`src/common/seq_pkg.sv`:
```
// Shared types of the vector sequencer
// Ops, units, instruction IDs, request, response and issue structs
`default_nettype none

package seq_pkg;

  //////////////////////////////////////////////////
  // Instruction IDs and registers
  //////////////////////////////////////////////////

  // Instructions in flight at most
  localparam int unsigned NrVInsn = 8;
  // ALU, multiplier, load unit, store unit
  localparam int unsigned NrUnits = 4;

  typedef logic [$clog2(NrVInsn)-1:0] vid_t;
  // One bit per instruction ID
  typedef logic [NrVInsn-1:0] vid_mask_t;
  // Index into the 32 vector registers
  typedef logic [4:0] vreg_t;

  //////////////////////////////////////////////////
  // Operations and units
  //////////////////////////////////////////////////

  typedef enum logic [1:0] {
    UNIT_ALU,
    UNIT_MUL,
    UNIT_LOAD,
    UNIT_STORE
  } unit_e;

  typedef enum logic [2:0] {
    OP_ADD,
    OP_SUB,
    OP_MUL,
    OP_MACC,
    OP_LOAD,
    OP_STORE,
    OP_MVX
  } op_e;

  // Unit that executes an operation
  function automatic unit_e unit_of(op_e op);
    case (op)
      OP_MUL, OP_MACC: return UNIT_MUL;
      OP_LOAD:         return UNIT_LOAD;
      OP_STORE:        return UNIT_STORE;
      // Move-to-scalar runs on the ALU
      default:         return UNIT_ALU;
    endcase
  endfunction

  // Dispatcher must wait for an answer on these
  function automatic logic needs_answer(op_e op);
    return op inside {OP_LOAD, OP_STORE, OP_MVX};
  endfunction

  //////////////////////////////////////////////////
  // Interface structs
  //////////////////////////////////////////////////

  // Decoded instruction from the dispatcher
  typedef struct packed {
    op_e         op;
    vreg_t       vd;
    vreg_t       vs1;
    vreg_t       vs2;
    logic        use_vd;
    logic        use_vs1;
    logic        use_vs2;
    logic [31:0] scalar;
  } seq_req_t;

  // Answer back to the dispatcher
  typedef struct packed {
    logic        error;
    logic [31:0] data;
  } seq_resp_t;

  // Request issued to the units
  typedef struct packed {
    vid_t        id;
    op_e         op;
    unit_e       unit;
    vreg_t       vd;
    vreg_t       vs1;
    vreg_t       vs2;
    logic        use_vd;
    logic        use_vs1;
    logic        use_vs2;
    logic [31:0] scalar;
    vid_mask_t   hazard_vs1;
    vid_mask_t   hazard_vs2;
    vid_mask_t   hazard_vd;
  } pe_req_t;

  // Retire pulses, one mask per unit
  typedef vid_mask_t [NrUnits-1:0] unit_done_t;

endpackage

`default_nettype wire

```
`src/hw/sequencer/hazard_scoreboard.sv`:
```
// Per-register last-writer and last-reader lists
// RAW, WAR and WAW hazard vectors for the incoming request
`timescale 1ns/1ps
`default_nettype none

module hazard_scoreboard (
  input  logic               clk_i,
  input  logic               rst_ni,
  // Request currently offered by the dispatcher
  input  seq_pkg::seq_req_t  req_i,
  input  logic               alloc_i,
  input  seq_pkg::vid_t      alloc_id_i,
  // Registered running set from the tracker
  input  seq_pkg::vid_mask_t running_i,
  output seq_pkg::vid_mask_t hazard_vs1_o,
  output seq_pkg::vid_mask_t hazard_vs2_o,
  output seq_pkg::vid_mask_t hazard_vd_o
);

  localparam int unsigned NrVRegs = 2 ** $bits(seq_pkg::vreg_t);

  // One list slot per vector register
  typedef struct packed {
    seq_pkg::vid_t vid;
    logic          valid;
  } vreg_entry_t;

  vreg_entry_t [NrVRegs-1:0] wr_list_d, wr_list_q;
  vreg_entry_t [NrVRegs-1:0] rd_list_d, rd_list_q;

  // One-hot of an entry, only while its ID still runs
  function automatic seq_pkg::vid_mask_t entry_mask(vreg_entry_t entry,
                                                    seq_pkg::vid_mask_t running);
    seq_pkg::vid_mask_t mask;
    mask = '0;
    if (entry.valid && running[entry.vid]) begin
      mask[entry.vid] = 1'b1;
    end
    return mask;
  endfunction

  //////////////////////////////////////////////////
  // Hazard vectors
  //////////////////////////////////////////////////

  // RAW on each used source
  assign hazard_vs1_o = req_i.use_vs1 ? entry_mask(wr_list_q[req_i.vs1], running_i) : '0;
  assign hazard_vs2_o = req_i.use_vs2 ? entry_mask(wr_list_q[req_i.vs2], running_i) : '0;

  // WAW on the last writer, WAR on the last reader of vd
  assign hazard_vd_o = req_i.use_vd ?
    (entry_mask(wr_list_q[req_i.vd], running_i) | entry_mask(rd_list_q[req_i.vd], running_i))
    : '0;

  //////////////////////////////////////////////////
  // List update
  //////////////////////////////////////////////////

  always_comb begin
    wr_list_d = wr_list_q;
    rd_list_d = rd_list_q;
    // Drop retired entries so a reused ID starts clean
    for (int v = 0; v < NrVRegs; v++) begin
      wr_list_d[v].valid = wr_list_q[v].valid & running_i[wr_list_q[v].vid];
      rd_list_d[v].valid = rd_list_q[v].valid & running_i[rd_list_q[v].vid];
    end
    // Newly accepted instruction becomes writer and reader
    if (alloc_i) begin
      if (req_i.use_vd) begin
        wr_list_d[req_i.vd] = '{vid: alloc_id_i, valid: 1'b1};
      end
      if (req_i.use_vs1) begin
        rd_list_d[req_i.vs1] = '{vid: alloc_id_i, valid: 1'b1};
      end
      if (req_i.use_vs2) begin
        rd_list_d[req_i.vs2] = '{vid: alloc_id_i, valid: 1'b1};
      end
    end
  end

  always_ff @(posedge clk_i or negedge rst_ni) begin
    if (!rst_ni) begin
      wr_list_q <= '0;
      rd_list_q <= '0;
    end else begin
      wr_list_q <= wr_list_d;
      rd_list_q <= rd_list_d;
    end
  end

endmodule

`default_nettype wire

```
`src/hw/sequencer/issue_ctrl.sv`:
```
// Accept/wait FSM, registered issue request
// Allocation strobe and the answer pulse to the dispatcher
`timescale 1ns/1ps
`default_nettype none

module issue_ctrl (
  input  logic                        clk_i,
  input  logic                        rst_ni,
  // Dispatcher
  input  seq_pkg::seq_req_t           req_i,
  input  logic                        req_valid_i,
  output logic                        req_ready_o,
  output seq_pkg::seq_resp_t          resp_o,
  output logic                        resp_valid_o,
  // Units
  output seq_pkg::pe_req_t            pe_req_o,
  output logic                        pe_req_valid_o,
  input  logic                        pe_ready_i,
  // Tracker
  input  seq_pkg::vid_mask_t          running_i,
  input  seq_pkg::vid_t               free_id_i,
  input  logic                        id_avail_i,
  input  logic [seq_pkg::NrUnits-1:0] room_i,
  output logic                        alloc_o,
  output seq_pkg::vid_t               alloc_id_o,
  output seq_pkg::unit_e              alloc_unit_o,
  // Scoreboard
  input  seq_pkg::vid_mask_t          hazard_vs1_i,
  input  seq_pkg::vid_mask_t          hazard_vs2_i,
  input  seq_pkg::vid_mask_t          hazard_vd_i,
  // Answers
  input  logic                        addrgen_ack_i,
  input  logic                        addrgen_error_i,
  input  logic [31:0]                 scalar_resp_i,
  input  logic                        scalar_valid_i
);

  typedef enum logic {
    StAccept,
    StWait
  } state_e;

  state_e           state_d, state_q;
  seq_pkg::pe_req_t pe_req_d, pe_req_q;
  seq_pkg::pe_req_t pe_req_fixed;
  logic             pe_req_valid_d;
  logic             pe_stall;
  logic             answer_ldst, answer_mvx;
  seq_pkg::unit_e   req_unit;

  //////////////////////////////////////////////////
  // Acceptance
  //////////////////////////////////////////////////

  assign req_unit = seq_pkg::unit_of(req_i.op);
  // Issued request not yet taken by the units
  assign pe_stall = pe_req_valid_o && !pe_ready_i;

  assign req_ready_o  = (state_q == StAccept) && !pe_stall && id_avail_i && room_i[req_unit];
  assign alloc_o      = req_valid_i && req_ready_o;
  assign alloc_id_o   = free_id_i;
  assign alloc_unit_o = req_unit;

  // Pending instruction stays in the payload register during the wait
  assign answer_ldst = (pe_req_q.unit == seq_pkg::UNIT_LOAD ||
                        pe_req_q.unit == seq_pkg::UNIT_STORE) && addrgen_ack_i;
  assign answer_mvx  = (pe_req_q.op == seq_pkg::OP_MVX) && scalar_valid_i;

  always_comb begin
    state_d      = state_q;
    resp_o       = '0;
    resp_valid_o = 1'b0;
    case (state_q)
      StAccept: begin
        if (alloc_o && seq_pkg::needs_answer(req_i.op)) begin
          state_d = StWait;
        end
      end
      StWait: begin
        // Answer pulse, dispatcher released next cycle
        if (answer_ldst || answer_mvx) begin
          state_d      = StAccept;
          resp_valid_o = 1'b1;
          resp_o.error = answer_ldst && addrgen_error_i;
          if (answer_mvx) begin
            resp_o.data = scalar_resp_i;
          end
        end
      end
      default: state_d = StAccept;
    endcase
  end

  //////////////////////////////////////////////////
  // Issue register
  //////////////////////////////////////////////////

  // Held hazards drop as soon as their writer or reader retires
  always_comb begin
    pe_req_o            = pe_req_q;
    pe_req_o.hazard_vs1 = pe_req_q.hazard_vs1 & running_i;
    pe_req_o.hazard_vs2 = pe_req_q.hazard_vs2 & running_i;
    pe_req_o.hazard_vd  = pe_req_q.hazard_vd & running_i;
  end

  always_comb begin
    // Hold under back-pressure
    pe_req_d       = pe_req_o;
    pe_req_valid_d = pe_stall;
    if (alloc_o) begin
      pe_req_d = '{
        id:         free_id_i,
        op:         req_i.op,
        unit:       req_unit,
        vd:         req_i.vd,
        vs1:        req_i.vs1,
        vs2:        req_i.vs2,
        use_vd:     req_i.use_vd,
        use_vs1:    req_i.use_vs1,
        use_vs2:    req_i.use_vs2,
        scalar:     req_i.scalar,
        hazard_vs1: hazard_vs1_i,
        hazard_vs2: hazard_vs2_i,
        hazard_vd:  hazard_vd_i
      };
      pe_req_valid_d = 1'b1;
    end
  end

  always_ff @(posedge clk_i or negedge rst_ni) begin
    if (!rst_ni) begin
      state_q        <= StAccept;
      pe_req_valid_o <= 1'b0;
    end else begin
      state_q        <= state_d;
      pe_req_valid_o <= pe_req_valid_d;
    end
  end

  // Payload only
  always_ff @(posedge clk_i) begin
    pe_req_q <= pe_req_d;
  end

  // Request without its hazard bits
  always_comb begin
    pe_req_fixed            = pe_req_q;
    pe_req_fixed.hazard_vs1 = '0;
    pe_req_fixed.hazard_vs2 = '0;
    pe_req_fixed.hazard_vd  = '0;
  end

  // Units see a stable request until they take it
  a_hold_stable: assert property (@(posedge clk_i) disable iff (!rst_ni)
    pe_req_valid_o && !pe_ready_i |=> pe_req_valid_o && $stable(pe_req_fixed));

endmodule

`default_nettype wire

```
`src/hw/sequencer/unit_tracker.sv`:
```
// Running-ID bookkeeping per unit
// Free-ID search, per-unit occupancy and room, idle flag
`timescale 1ns/1ps
`default_nettype none

module unit_tracker #(
  parameter int unsigned QueueDepth = 2
) (
  input  logic                        clk_i,
  input  logic                        rst_ni,
  // Allocation from the issue controller
  input  logic                        alloc_i,
  input  seq_pkg::vid_t               alloc_id_i,
  input  seq_pkg::unit_e              alloc_unit_i,
  // Retire pulses from the units
  input  seq_pkg::unit_done_t         done_i,
  output seq_pkg::vid_mask_t          running_o,
  output seq_pkg::vid_t               free_id_o,
  output logic                        id_avail_o,
  output logic [seq_pkg::NrUnits-1:0] room_o,
  output logic                        idle_o
);

  // Wide enough to count every ID on one unit
  localparam int unsigned CntWidth = $clog2(seq_pkg::NrVInsn + 1);

  //////////////////////////////////////////////////
  // Per-unit running masks
  //////////////////////////////////////////////////

  seq_pkg::unit_done_t                       unit_running_d, unit_running_q;
  logic [seq_pkg::NrUnits-1:0][CntWidth-1:0] unit_cnt;

  // Retire first, then mark the new ID
  // A freshly allocated ID is never retiring in the same cycle
  always_comb begin
    unit_running_d = unit_running_q & ~done_i;
    if (alloc_i) begin
      unit_running_d[alloc_unit_i][alloc_id_i] = 1'b1;
    end
  end

  always_ff @(posedge clk_i or negedge rst_ni) begin
    if (!rst_ni) begin
      unit_running_q <= '0;
    end else begin
      unit_running_q <= unit_running_d;
    end
  end

  // Overall running set
  always_comb begin
    running_o = '0;
    for (int u = 0; u < seq_pkg::NrUnits; u++) begin
      running_o |= unit_running_q[u];
    end
  end

  assign idle_o     = ~|running_o;
  assign id_avail_o = ~&running_o;

  // Lowest clear bit wins
  always_comb begin
    free_id_o = '0;
    for (int i = seq_pkg::NrVInsn - 1; i >= 0; i--) begin
      if (!running_o[i]) begin
        free_id_o = seq_pkg::vid_t'(i);
      end
    end
  end

  //////////////////////////////////////////////////
  // Occupancy
  //////////////////////////////////////////////////

  // Population count of each unit mask
  always_comb begin
    for (int u = 0; u < seq_pkg::NrUnits; u++) begin
      unit_cnt[u] = '0;
      for (int i = 0; i < seq_pkg::NrVInsn; i++) begin
        unit_cnt[u] += CntWidth'(unit_running_q[u][i]);
      end
    end
  end

  for (genvar u = 0; u < seq_pkg::NrUnits; u++) begin : g_room
    assign room_o[u] = unit_cnt[u] < QueueDepth;
  end

  // Issue side must only hand out free IDs
  a_alloc_free: assert property (@(posedge clk_i) disable iff (!rst_ni)
    alloc_i |-> !running_o[alloc_id_i]);

  // Units only retire what they were given
  a_done_running: assert property (@(posedge clk_i) disable iff (!rst_ni)
    (done_i & ~unit_running_q) == '0);

endmodule

`default_nettype wire

```
`src/hw/vseq_top.sv`:
```
// Vector instruction sequencer top level
// Tracker and scoreboard feeding the issue controller
`timescale 1ns/1ps
`default_nettype none

module vseq_top #(
  parameter int unsigned QueueDepth = 2
) (
  input  logic                clk_i,
  input  logic                rst_ni,
  // Dispatcher
  input  seq_pkg::seq_req_t   req_i,
  input  logic                req_valid_i,
  output logic                req_ready_o,
  output seq_pkg::seq_resp_t  resp_o,
  output logic                resp_valid_o,
  output logic                idle_o,
  // Units
  output seq_pkg::pe_req_t    pe_req_o,
  output logic                pe_req_valid_o,
  input  logic                pe_ready_i,
  input  seq_pkg::unit_done_t done_i,
  // Answers
  input  logic                addrgen_ack_i,
  input  logic                addrgen_error_i,
  input  logic [31:0]         scalar_resp_i,
  input  logic                scalar_valid_i
);

  seq_pkg::vid_mask_t          running;
  seq_pkg::vid_t               free_id;
  logic                        id_avail;
  logic [seq_pkg::NrUnits-1:0] room;
  logic                        alloc;
  seq_pkg::vid_t               alloc_id;
  seq_pkg::unit_e              alloc_unit;
  seq_pkg::vid_mask_t          hazard_vs1, hazard_vs2, hazard_vd;

  unit_tracker #(
    .QueueDepth (QueueDepth)
  ) i_unit_tracker (
    .clk_i        (clk_i),
    .rst_ni       (rst_ni),
    .alloc_i      (alloc),
    .alloc_id_i   (alloc_id),
    .alloc_unit_i (alloc_unit),
    .done_i       (done_i),
    .running_o    (running),
    .free_id_o    (free_id),
    .id_avail_o   (id_avail),
    .room_o       (room),
    .idle_o       (idle_o)
  );

  hazard_scoreboard i_hazard_scoreboard (
    .clk_i        (clk_i),
    .rst_ni       (rst_ni),
    .req_i        (req_i),
    .alloc_i      (alloc),
    .alloc_id_i   (alloc_id),
    .running_i    (running),
    .hazard_vs1_o (hazard_vs1),
    .hazard_vs2_o (hazard_vs2),
    .hazard_vd_o  (hazard_vd)
  );

  issue_ctrl i_issue_ctrl (
    .clk_i           (clk_i),
    .rst_ni          (rst_ni),
    .req_i           (req_i),
    .req_valid_i     (req_valid_i),
    .req_ready_o     (req_ready_o),
    .resp_o          (resp_o),
    .resp_valid_o    (resp_valid_o),
    .pe_req_o        (pe_req_o),
    .pe_req_valid_o  (pe_req_valid_o),
    .pe_ready_i      (pe_ready_i),
    .running_i       (running),
    .free_id_i       (free_id),
    .id_avail_i      (id_avail),
    .room_i          (room),
    .alloc_o         (alloc),
    .alloc_id_o      (alloc_id),
    .alloc_unit_o    (alloc_unit),
    .hazard_vs1_i    (hazard_vs1),
    .hazard_vs2_i    (hazard_vs2),
    .hazard_vd_i     (hazard_vd),
    .addrgen_ack_i   (addrgen_ack_i),
    .addrgen_error_i (addrgen_error_i),
    .scalar_resp_i   (scalar_resp_i),
    .scalar_valid_i  (scalar_valid_i)
  );

endmodule

`default_nettype wire

```
`config.mk`:
```
export PLATFORM = sky130hd
export DESIGN_NAME = vseq_top
export DESIGN_NICKNAME = d
export VERILOG_FILES = /design/src/common/seq_pkg.sv /design/src/hw/sequencer/hazard_scoreboard.sv /design/src/hw/sequencer/issue_ctrl.sv /design/src/hw/sequencer/unit_tracker.sv /design/src/hw/vseq_top.sv
export SDC_FILE = /design/constraint.sdc
export NUM_CORES = 1
export LEC_CHECK = 0
export BUFFER_PORTS_ARGS = -buffer_cell sky130_fd_sc_hd__buf_2
export CAP_MARGIN = 20
export CORE_ASPECT_RATIO = 0.5
export CORE_UTILIZATION = 60
export DETAILED_ROUTE_END_ITERATION = 8
export GPL_TIMING_DRIVEN = 0
export PLACE_DENSITY = 0.83
export SLEW_MARGIN = 0
export SYNTH_ARGS = -nofsm -noshare
export SYNTH_HDL_FRONTEND = slang
export SYNTH_SLANG_ARGS = --single-unit
```
`constraint.sdc`:
```
create_clock -name clk_i -period 6.59 [get_ports clk_i]
set_clock_uncertainty 0.1 [all_clocks]
set_input_delay 0.659 -clock clk_i [delete_from_list [all_inputs] [get_ports clk_i]]
set_output_delay 0.659 -clock clk_i [all_outputs]
set_load 0.1 [all_outputs]
```
# Yosys cells after proc, flatten, opt, wreduce, memory -nomap -nowiden
# Index checks and enable logic that the tools add are counted.
# op_classes
add_sub_neg	28
n_mul	0
n_div	0
n_lt_le_gt_ge	86
eq_ne	8
n_shift	0
muxes	200
bitwise	75
reduce_logical	33
# op_table
cell	n
$bwmux W128	3
$mux W128	3
$mux W125	3
$lt A3 B4 Y1 const B	69
$bmux W1 S3	68
$add A4 B1 Y4	24
$bmux W4 S5	4
$mux W1	79
$mux W33	2
$and A1 B1 Y1	64
$mux W32	2
$mux W8	8
$demux W4 S5	3
$and A32 B32 Y32	1
$not A32 Y32	1
$or A32 B32 Y32	1
$or A8 B8 Y8	4
$mux W4	7
$and A8 B8 Y8	3
$mux W24	1
$mux W3	8
$logic_and A1 B1 Y1	22
$lt A5 B6 Y1 const B	3
$demux W8 S2	1
other kinds (21)	46
# word_totals
regBits	372
latch_bits	0
ram_bits	0
mem_bits_ro	0
output_inout_bits	119
word_cells	577
mem_count	0

# Depth between registers and ports, before layout
# Gate-level depths: netlist of run 1.
# depth
depth_word	19
depth_mapped	18
ltp_nobuf	16

# Hierarchy
# From an unflattened synthesis of run 1, not the netlist that was laid out.
# hier_totals
hier_cells	1972
area_unflattened_um2	24040.6
# by_module_without_submodules
mod	instances	cells_per_inst	area_per_inst_um2
hazard_scoreboard	1	1515	18390.1
issue_ctrl	1	255	3646.0
unit_tracker	1	202	2004.4

# Worst setup path after synthesis of run 1
# Ideal clock, no wire load.
# synth_timing
path_kind	register -> output
startpoint	register i_unit_tracker.unit_running_q[1] in the netlist's numbering
endpoint	output port req_ready_o
arrival_time_ps	5250
required_time_ps	5831
setup_slack_ps	581
stages_incl_launch_ff	13
path_cell_list	dfrtp_1 > ha_1 > inv_1 > fa_1 > fa_1 > inv_1 > ha_1 > a21oi_1 > fa_1 > nor3b_1 > o32ai_1 > o211a_1 > a211oi_1
# synth_via
elab_chain_cells	11
elab_cells_between_ends	17
classes_between	add/sub: 7; order compare: 1; mux: 2; bitwise: 3; reduce/logical: 4
# synth_lines
item	line	source
start, declared	unit_tracker.sv:31	seq_pkg::unit_done_t unit_running_d, unit_running_q;
start signal, assigned	unit_tracker.sv:47	unit_running_q <= unit_running_d;
$add A1 B1 Y2	unit_tracker.sv:81	unit_cnt[u] += CntWidth'(unit_running_q[u][i]);
$add A4 B1 Y4 (6 in series)	unit_tracker.sv:81	
$lt A4 B2 Y1	unit_tracker.sv:87	assign room_o[u] = unit_cnt[u] < QueueDepth;
$bmux W1 S2	issue_ctrl.sv:59	assign req_ready_o = (state_q == StAccept) && !pe_stall && id_avail_i && room_i[req_unit];
$mux W1 (implied by the code)	issue_ctrl.sv:59	
$logic_and A1 B1 Y1 *	issue_ctrl.sv:59	
end, declared	vseq_top.sv:14	output logic req_ready_o,
# Every way passes the cells marked *; elsewhere a longest branch is shown, timed or not. The select of a mux whose other input is x is not followed.

# Final worst setup path of run 1
# layout_timing
startpoint	register i_unit_tracker.unit_running_q[1] in the netlist's numbering
endpoint	register i_hazard_scoreboard.wr_list_q[106] in the netlist's numbering
# layout_via
elab_chain_cells	13
elab_cells_between_ends	22
classes_between	add/sub: 7; order compare: 1; mux: 5; bitwise: 3; reduce/logical: 6
# layout_lines
item	line	source
$add A1 B1 Y2	unit_tracker.sv:81	
$add A4 B1 Y4 (6 in series)	unit_tracker.sv:81	
$lt A4 B2 Y1	unit_tracker.sv:87	
$bmux W1 S2	issue_ctrl.sv:59	
$mux W1 (implied by the code)	issue_ctrl.sv:59	
$logic_and A1 B1 Y1	issue_ctrl.sv:59	
$logic_and A1 B1 Y1	issue_ctrl.sv:60	assign alloc_o = req_valid_i && req_ready_o;
$reduce_and A2 Y1 (no source line)	-	
end signal, assigned	hazard_scoreboard.sv:86	wr_list_q <= wr_list_d;
end, declared	hazard_scoreboard.sv:28	vreg_entry_t [NrVRegs-1:0] wr_list_d, wr_list_q;
# Parallel ways exist; a longest one is shown, timed or not. The select of a mux whose other input is x is not followed.
# A chain may end at the register's enable or synchronous reset.

==> metrics.txt, run 1 <==
clk sinks=372; family with the most delay on the worst path=adder cells; Die H=142 um; synthesized area=23600 um2; most frequent CP cell=fa_1; Worst Slack Setup Final=0.476 ns; crit path DAT=6.45 ns; register bit total from synthesis=372; Tcrit/Tclk final=92.8%; M2 GR Usage=66.3%; RSZ-0062 raised after global routing=false; multi-input combinational cell area=12900 um2; sequential share of the synthesized area=40.2%; Worst Path Max Fanout=67; slowest stage cell, crit path=a2111o_1; GRT Resource Usage Total=48.1%; Post-Synthesis Cells=1942; ys async rst share=78.0%; Hold WC Path Type=input pin to flop; LEAKAGE=0.0115 uW; FP Rows=50; GR Util met1=60.6%; final hold violations=0; GR Layer Usage met3=27.6%; worst endpoint required time=6.92 ns; # nets final=2393; DRT Pass-1 Iters=6; Slew @ Worst Pin=1.33 ns; syn avg cell area=12.2 um2; Setup Fix Bufs, Post-CTS=0; Distinct cells, synth=68; PD cells=263 nW/um2; I/O pin total=243; Max Cap Viol=0; first-pass GRT wire length=136 mm; PortBufs=242; grt ovf=0; FMAX=164 MHz; status=complete, no violations; Bufs and invs on worst path=5; VDD IR max=0.227 mV; CTS Buf Count=35; number of antenna violations at the first check in global routing=6; Die Footprint=40200 um2; via-per-instance ratio=7.43; DP HPWL=69.8 mm; Setup TNS=0 ns; CTS tree=yes; Post-route DRC=0; DRT antenna net count=0; largest net degree at the start of global routing=121; critical-path cell list=ha_1 > inv_1 > fa_1 > fa_1 > inv_1 > ha_1 > a21oi_1 > fa_1 > nor3b_1 > o32ai_1 > o211a_1 > a2111o_1 > buf_4 > inv_2 > buf_6 > nand4b_4 > nor3_4 > mux2_1; YS warnings=0; Die Wd=282 um; final setup fails=0; post-route minimum period=6.11 ns; vias=20773; gpl congestion=1.13; Main synth FF type=dfrtp_1; Clock Latency Late Sink=0.56 ns; Root Buffer=clkbuf_16; CTS H-Tree Depth=2; Crit Path Class=flop to flop; pre-CTS WS=0.560 ns; slowest stage delay, CP=0.52 ns; Layout area overhead=14.1%; filler instances=2630; vias in the first global route=20176; initial core utilization=62.0%; Slew headroom=11.2%; EDFF count, synth=58; Most Used Layer, Global Route=met2; Routed Wire Length=95.3 mm; clk slew on worst S/H paths=0.07 ns; Crit. End Element=flop; nets in the synthesized netlist=2094; Tot Pwr=7080 uW; core footprint=38000 um2; Register Area=9480 um2; initial drt markers=3692; Routed WL per cell=34.1 um; Longest Clk Path Bufs=3; Max Slew Vio Count=0; share of cells above drive strength 1=35.7%; Worst Setup Start Kind=flop
stage by stage:
step	hold WS [ns]	std cells	util [%]	area (um2)
after CTS	0.181	2781	70.6	26800
after detailed placement	0.357	2717	67.5	25700
after floorplan	0.263	1942	-	23600
final	0.182	2794	70.8	26900
after global routing	0.178	2790	70.8	26900
after global placement	0.337	2704	66.9	25500
final cells by class:
type / count / area share [%]
Timing Repair Buffer: 262 / 5.43
Clock buffer: 49 / 3.83
Tap cell: 520 / 2.42
Multi-Input combinational cell: 1294 / 47.8
Buffer: 213 / 3.87
Clock inverter: 14 / 0.539
Sequential cell: 372 / 35.2
Inverter: 63 / 0.878
Antenna cell: 7 / 0.0650
per-layer routing:
metal,wire (um),vias to the layer above
li1,-,8032
met1,33400,10241
met2,38800,1997
met3,17500,501
met4,5440,2
met5,187,-
power by group:
part           switching (uW)  leakage, uW  internal [uW]  total, uW
registers                 218      0.00477           2510       2730
clock network             961     0.000586           1190       2150
logic                    1480      0.00611            729       2210
cell usage in the layout, fill, tap and decap left out, drive strengths merged, types with 38 or more instances in the layout:
cell type and instances:
buf 355, a22oi 113, mux2 209, mux2i 113, and2 38, inv 65, o21ai 47, nor2 96
nand2 127, o211ai 58, edfxtp 58, o22ai 63, dfrtp 290, mux4 192, clkbuf 168
flip-flops by register name (all words and copies together), names as in the netlist:
name                           cells
i_hazard_scoreboard.rd_list_q    128
i_hazard_scoreboard.wr_list_q    128
i_issue_ctrl.pe_req_o             58
i_unit_tracker.unit_running_q     32
i_issue_ctrl.pe_req_q             24
i_issue_ctrl.pe_req_valid_o        1
i_issue_ctrl.state_q               1
worst register-to-register path, stage by stage (launching register included):
cell	delay, ns
dfrtp_1	0.45
ha_1	0.31
inv_1	0.04
fa_1	0.47
fa_1	0.50
inv_1	0.05
ha_1	0.26
a21oi_1	0.10
fa_1	0.48
nor3b_1	0.23
o32ai_1	0.12
o211a_1	0.27
a2111o_1	0.52
buf_4	0.26
inv_2	0.09
buf_6	0.51
nand4b_4	0.46
nor3_4	0.39
mux2_1	0.40
Yosys cell counts, drive strengths merged (19+ instances only):
cell / number / area, um2
dfrtp: 290 / 7260
mux2: 209 / 2350
mux4: 192 / 4320
nand2: 127 / 477
clkbuf: 119 / 447
a22oi: 113 / 848
mux2i: 113 / 1130
nor2: 96 / 360
buf: 94 / 597
inv: 63 / 236
o22ai: 63 / 394
edfxtp: 58 / 1740
o211ai: 58 / 435
o21ai: 47 / 235
and2: 38 / 238
nor2b: 27 / 174
dfxtp: 24 / 480
nand4: 22 / 138
nor3: 19 / 163
nor4: 19 / 168
what timing repair did:
action                    in CTS  in global routing
resized for setup              0                  0
hold endpoints to repair      52                  0
hold buffers                   1                  0
worst paths after layout:
check	startpoint	end	slack (ns)	cells past startpoint
min	req_i[9]	i_issue_ctrl.pe_req_o[33]	0.18	1
min in group asynchronous	rst_ni	i_hazard_scoreboard.rd_list_q[89]	0.52	2
max in group asynchronous	rst_ni	i_hazard_scoreboard.wr_list_q[64]	4.89	3
max reg2reg	i_unit_tracker.unit_running_q[1]	i_hazard_scoreboard.wr_list_q[106]	0.48	18
min reg2reg	i_issue_ctrl.pe_req_q[2]	i_issue_ctrl.pe_req_q[2]	0.36	2
max	i_unit_tracker.unit_running_q[1]	i_hazard_scoreboard.wr_list_q[106]	0.48	18
cell families (layout without fill, tap and decap cells):
kind of cell	Yosys count	count (layout)	share of synthesized area, %
AOI/OAI and AO/OA	330	330	9.61
and+or+nand+nor	421	421	9.79
DFF	372	372	40.2
buffers and inverters	276	601	5.42
other	0	7	0
muxes	514	514	33.1
adders and majority gates	28	28	1.87
xor gates and xnor gates	1	1	0.0371
(Power assumes the default switching activity.)
==> run 2, diff against run 1 <==
--- a/config.mk
+++ b/config.mk
@@ -8,6 +8,7 @@
 export BUFFER_PORTS_ARGS = -buffer_cell sky130_fd_sc_hd__buf_2
 export CAP_MARGIN = 20
 export CORE_ASPECT_RATIO = 0.5
+export CORE_MARGIN = 2
 export CORE_UTILIZATION = 60
 export DETAILED_ROUTE_END_ITERATION = 8
 export GPL_TIMING_DRIVEN = 0
==> run 2 against run 1 <==
- first-iteration DRC count is 28% lower
- via count is 2.3% lower
- sequential share of layout area is 0.12 points lower
- critical path depth is 2 lower
- fmax is 2.3% higher
- global-route usage is 3.7 points lower
- design area is 0.35% higher
- register-to-register slack better by 0.14 ns
- hold slack worse by 0.14 ns
- clock-buffer cell count is 4 lower
- critical endpoint is now i_hazard_scoreboard.wr_list_q[87]
- largest cell class unchanged
- largest power group unchanged
==> metrics.txt, run 2 (same netlist as run 1, synthesis figures left out) <==
status=complete, no violations; LEAKAGE=0.0115 uW; commonest non-fill, non-tap cells in the layout=dfrtp_1 (290), buf_2 (254), mux2_2 (197), mux4_2 (192), nand2_1 (127); I/O pin total=243; Worst Path Max Fanout=10; clk slew on worst S/H paths=0.06 ns; FP Rows=51; Longest Clk Path Bufs=3; Clock Latency Late Sink=0.57 ns; area after detailed placement=25700 um2; VDD IR max=0.234 mV; Layout area overhead=14.5%; Slew headroom=15.2%; pre-CTS WS=0.695 ns; core footprint=38900 um2; Max Slew Vio Count=0; Worst R2R Setup Slack=0.61 ns; DRT antenna net count=0; Routed Wire Length=90.9 mm; Post-route DRC=0; Clk pwr share=31.8%; post-layout util=69.6%; FMAX=167 MHz; gpl congestion=1.10; initial core utilization=60.7%; Tot Pwr=7170 uW; PD cells=265 nW/um2; DRT Pass-1 Iters=6; vias in the first global route=19525; ANT cells=0; reg-to-reg startpoint=i_unit_tracker.unit_running_q[1]; CTS Buf Count=35; grt ovf=0; Tcrit/Tclk final=90.7%; capturing point of the worst reg2reg path=i_hazard_scoreboard.wr_list_q[87]; power share of the combinational group=30.2%; Routed WL per cell=32.5 um; Max Cap Viol=0; CTS H-Tree Depth=2; crit path DAT=6.30 ns; R2R cell count=16; clk sinks=372; RSZ-0062 raised after global routing=false; sequential power share=38.0%; Hold WC Path Type=input pin to async pin; Sw Pwr=2620 uW; Slew @ Worst Pin=1.27 ns; Crit. End Element=flop; Worst Slack Setup Final=0.614 ns; share of cells above drive strength 1=35.9%; Die Wd=284 um; Crit. Startpoint=i_unit_tracker.unit_running_q[1]; GRT Resource Usage Total=44.4%; CTS tree=yes; final hold violations=0; # hold bufs at CTS=0; Setup TNS=0 ns; Die H=144 um; filler instances=2710; # nets final=2392; worst endpoint required time=6.91 ns; post-route minimum period=5.98 ns; first-pass GRT wire length=131 mm; commonest non-fill, non-tap cell in the layout=dfrtp_1; number of antenna violations at the first check in global routing=1; PortBufs=242; largest net degree at the start of global routing=102; Die Footprint=41000 um2; Root Buffer=clkbuf_16; cts repair resizes=0; initial drt markers=2665; Setup Fix Bufs, Post-CTS=0; P_int=4550 uW; Final Cell Area=27000 um2; switching share of power=36.5%; vias=20287; Crit Path Class=flop to flop; DP HPWL=68.0 mm; Worst Setup Start Kind=flop; via-per-instance ratio=7.25; final setup fails=0
==> run 2: worst max path at each step <==
stage	end
finish	i_hazard_scoreboard.wr_list_q[87]
global route	i_hazard_scoreboard.wr_list_q[73]
CTS	i_hazard_scoreboard.wr_list_q[73]
detailed placement	i_hazard_scoreboard.wr_list_q[73]
global placement	i_hazard_scoreboard.wr_list_q[98]
floorplan	req_ready_o
==> run 2: layout make-up <==
type,instances,area [um2],area share (%)
buffer,213,1040,3.86
clock buffer,45,996,3.68
clock inverter,19,269,0.995
inverter,63,236,0.875
multi-input combinational,1294,12900,47.6
sequential,372,9480,35.1
tap,530,663,2.45
timing repair buffer,261,1460,5.42
==> run 2: metrics by stage <==
step	hold WS, ns	std cells
6_report	0.0392	2797
5_1_grt	0.118	2797
4_1_cts	0.0733	2791
3_5_place_dp	0.345	2727
3_3_place_gp	0.336	2714
2_1_floorplan	0.263	1942
==> run 2: worst max-delay path, stage by stage (launching register included) <==
cell and delay, ns:
dfrtp_1 0.43, ha_1 0.29, inv_1 0.05, fa_1 0.45, fa_1 0.49, inv_1 0.04, ha_1 0.27, a21oi_1 0.11
fa_1 0.48, nor3b_1 0.22, o32ai_1 0.12, o211a_1 0.24, a2111o_1 0.51, buf_4 0.26, nor4b_4 1.01, nand2_1 0.39
mux2_2 0.39
==> run 2: metal layers <==
layer | GRT usage (%) | up-vias | wire length (um)
li1 | - | 8004 | -
met1 | 58.9 | 10054 | 33700
met2 | 63.6 | 1860 | 37400
met3 | 19.6 | 367 | 15100
met4 | 19.6 | 2 | 4720
met5 | 0 | - | 49
==> run 2: power groups by stage <==
stage               Clock [uW]  Sequential (uW)  Combinational (uW)
finish                    2280             2720                2160
global placement             0             2750                2030
CTS                       2270             2720                2090
global route              2360             2750                2220
floorplan                    0             2700                1480
detailed placement           0             2760                2080
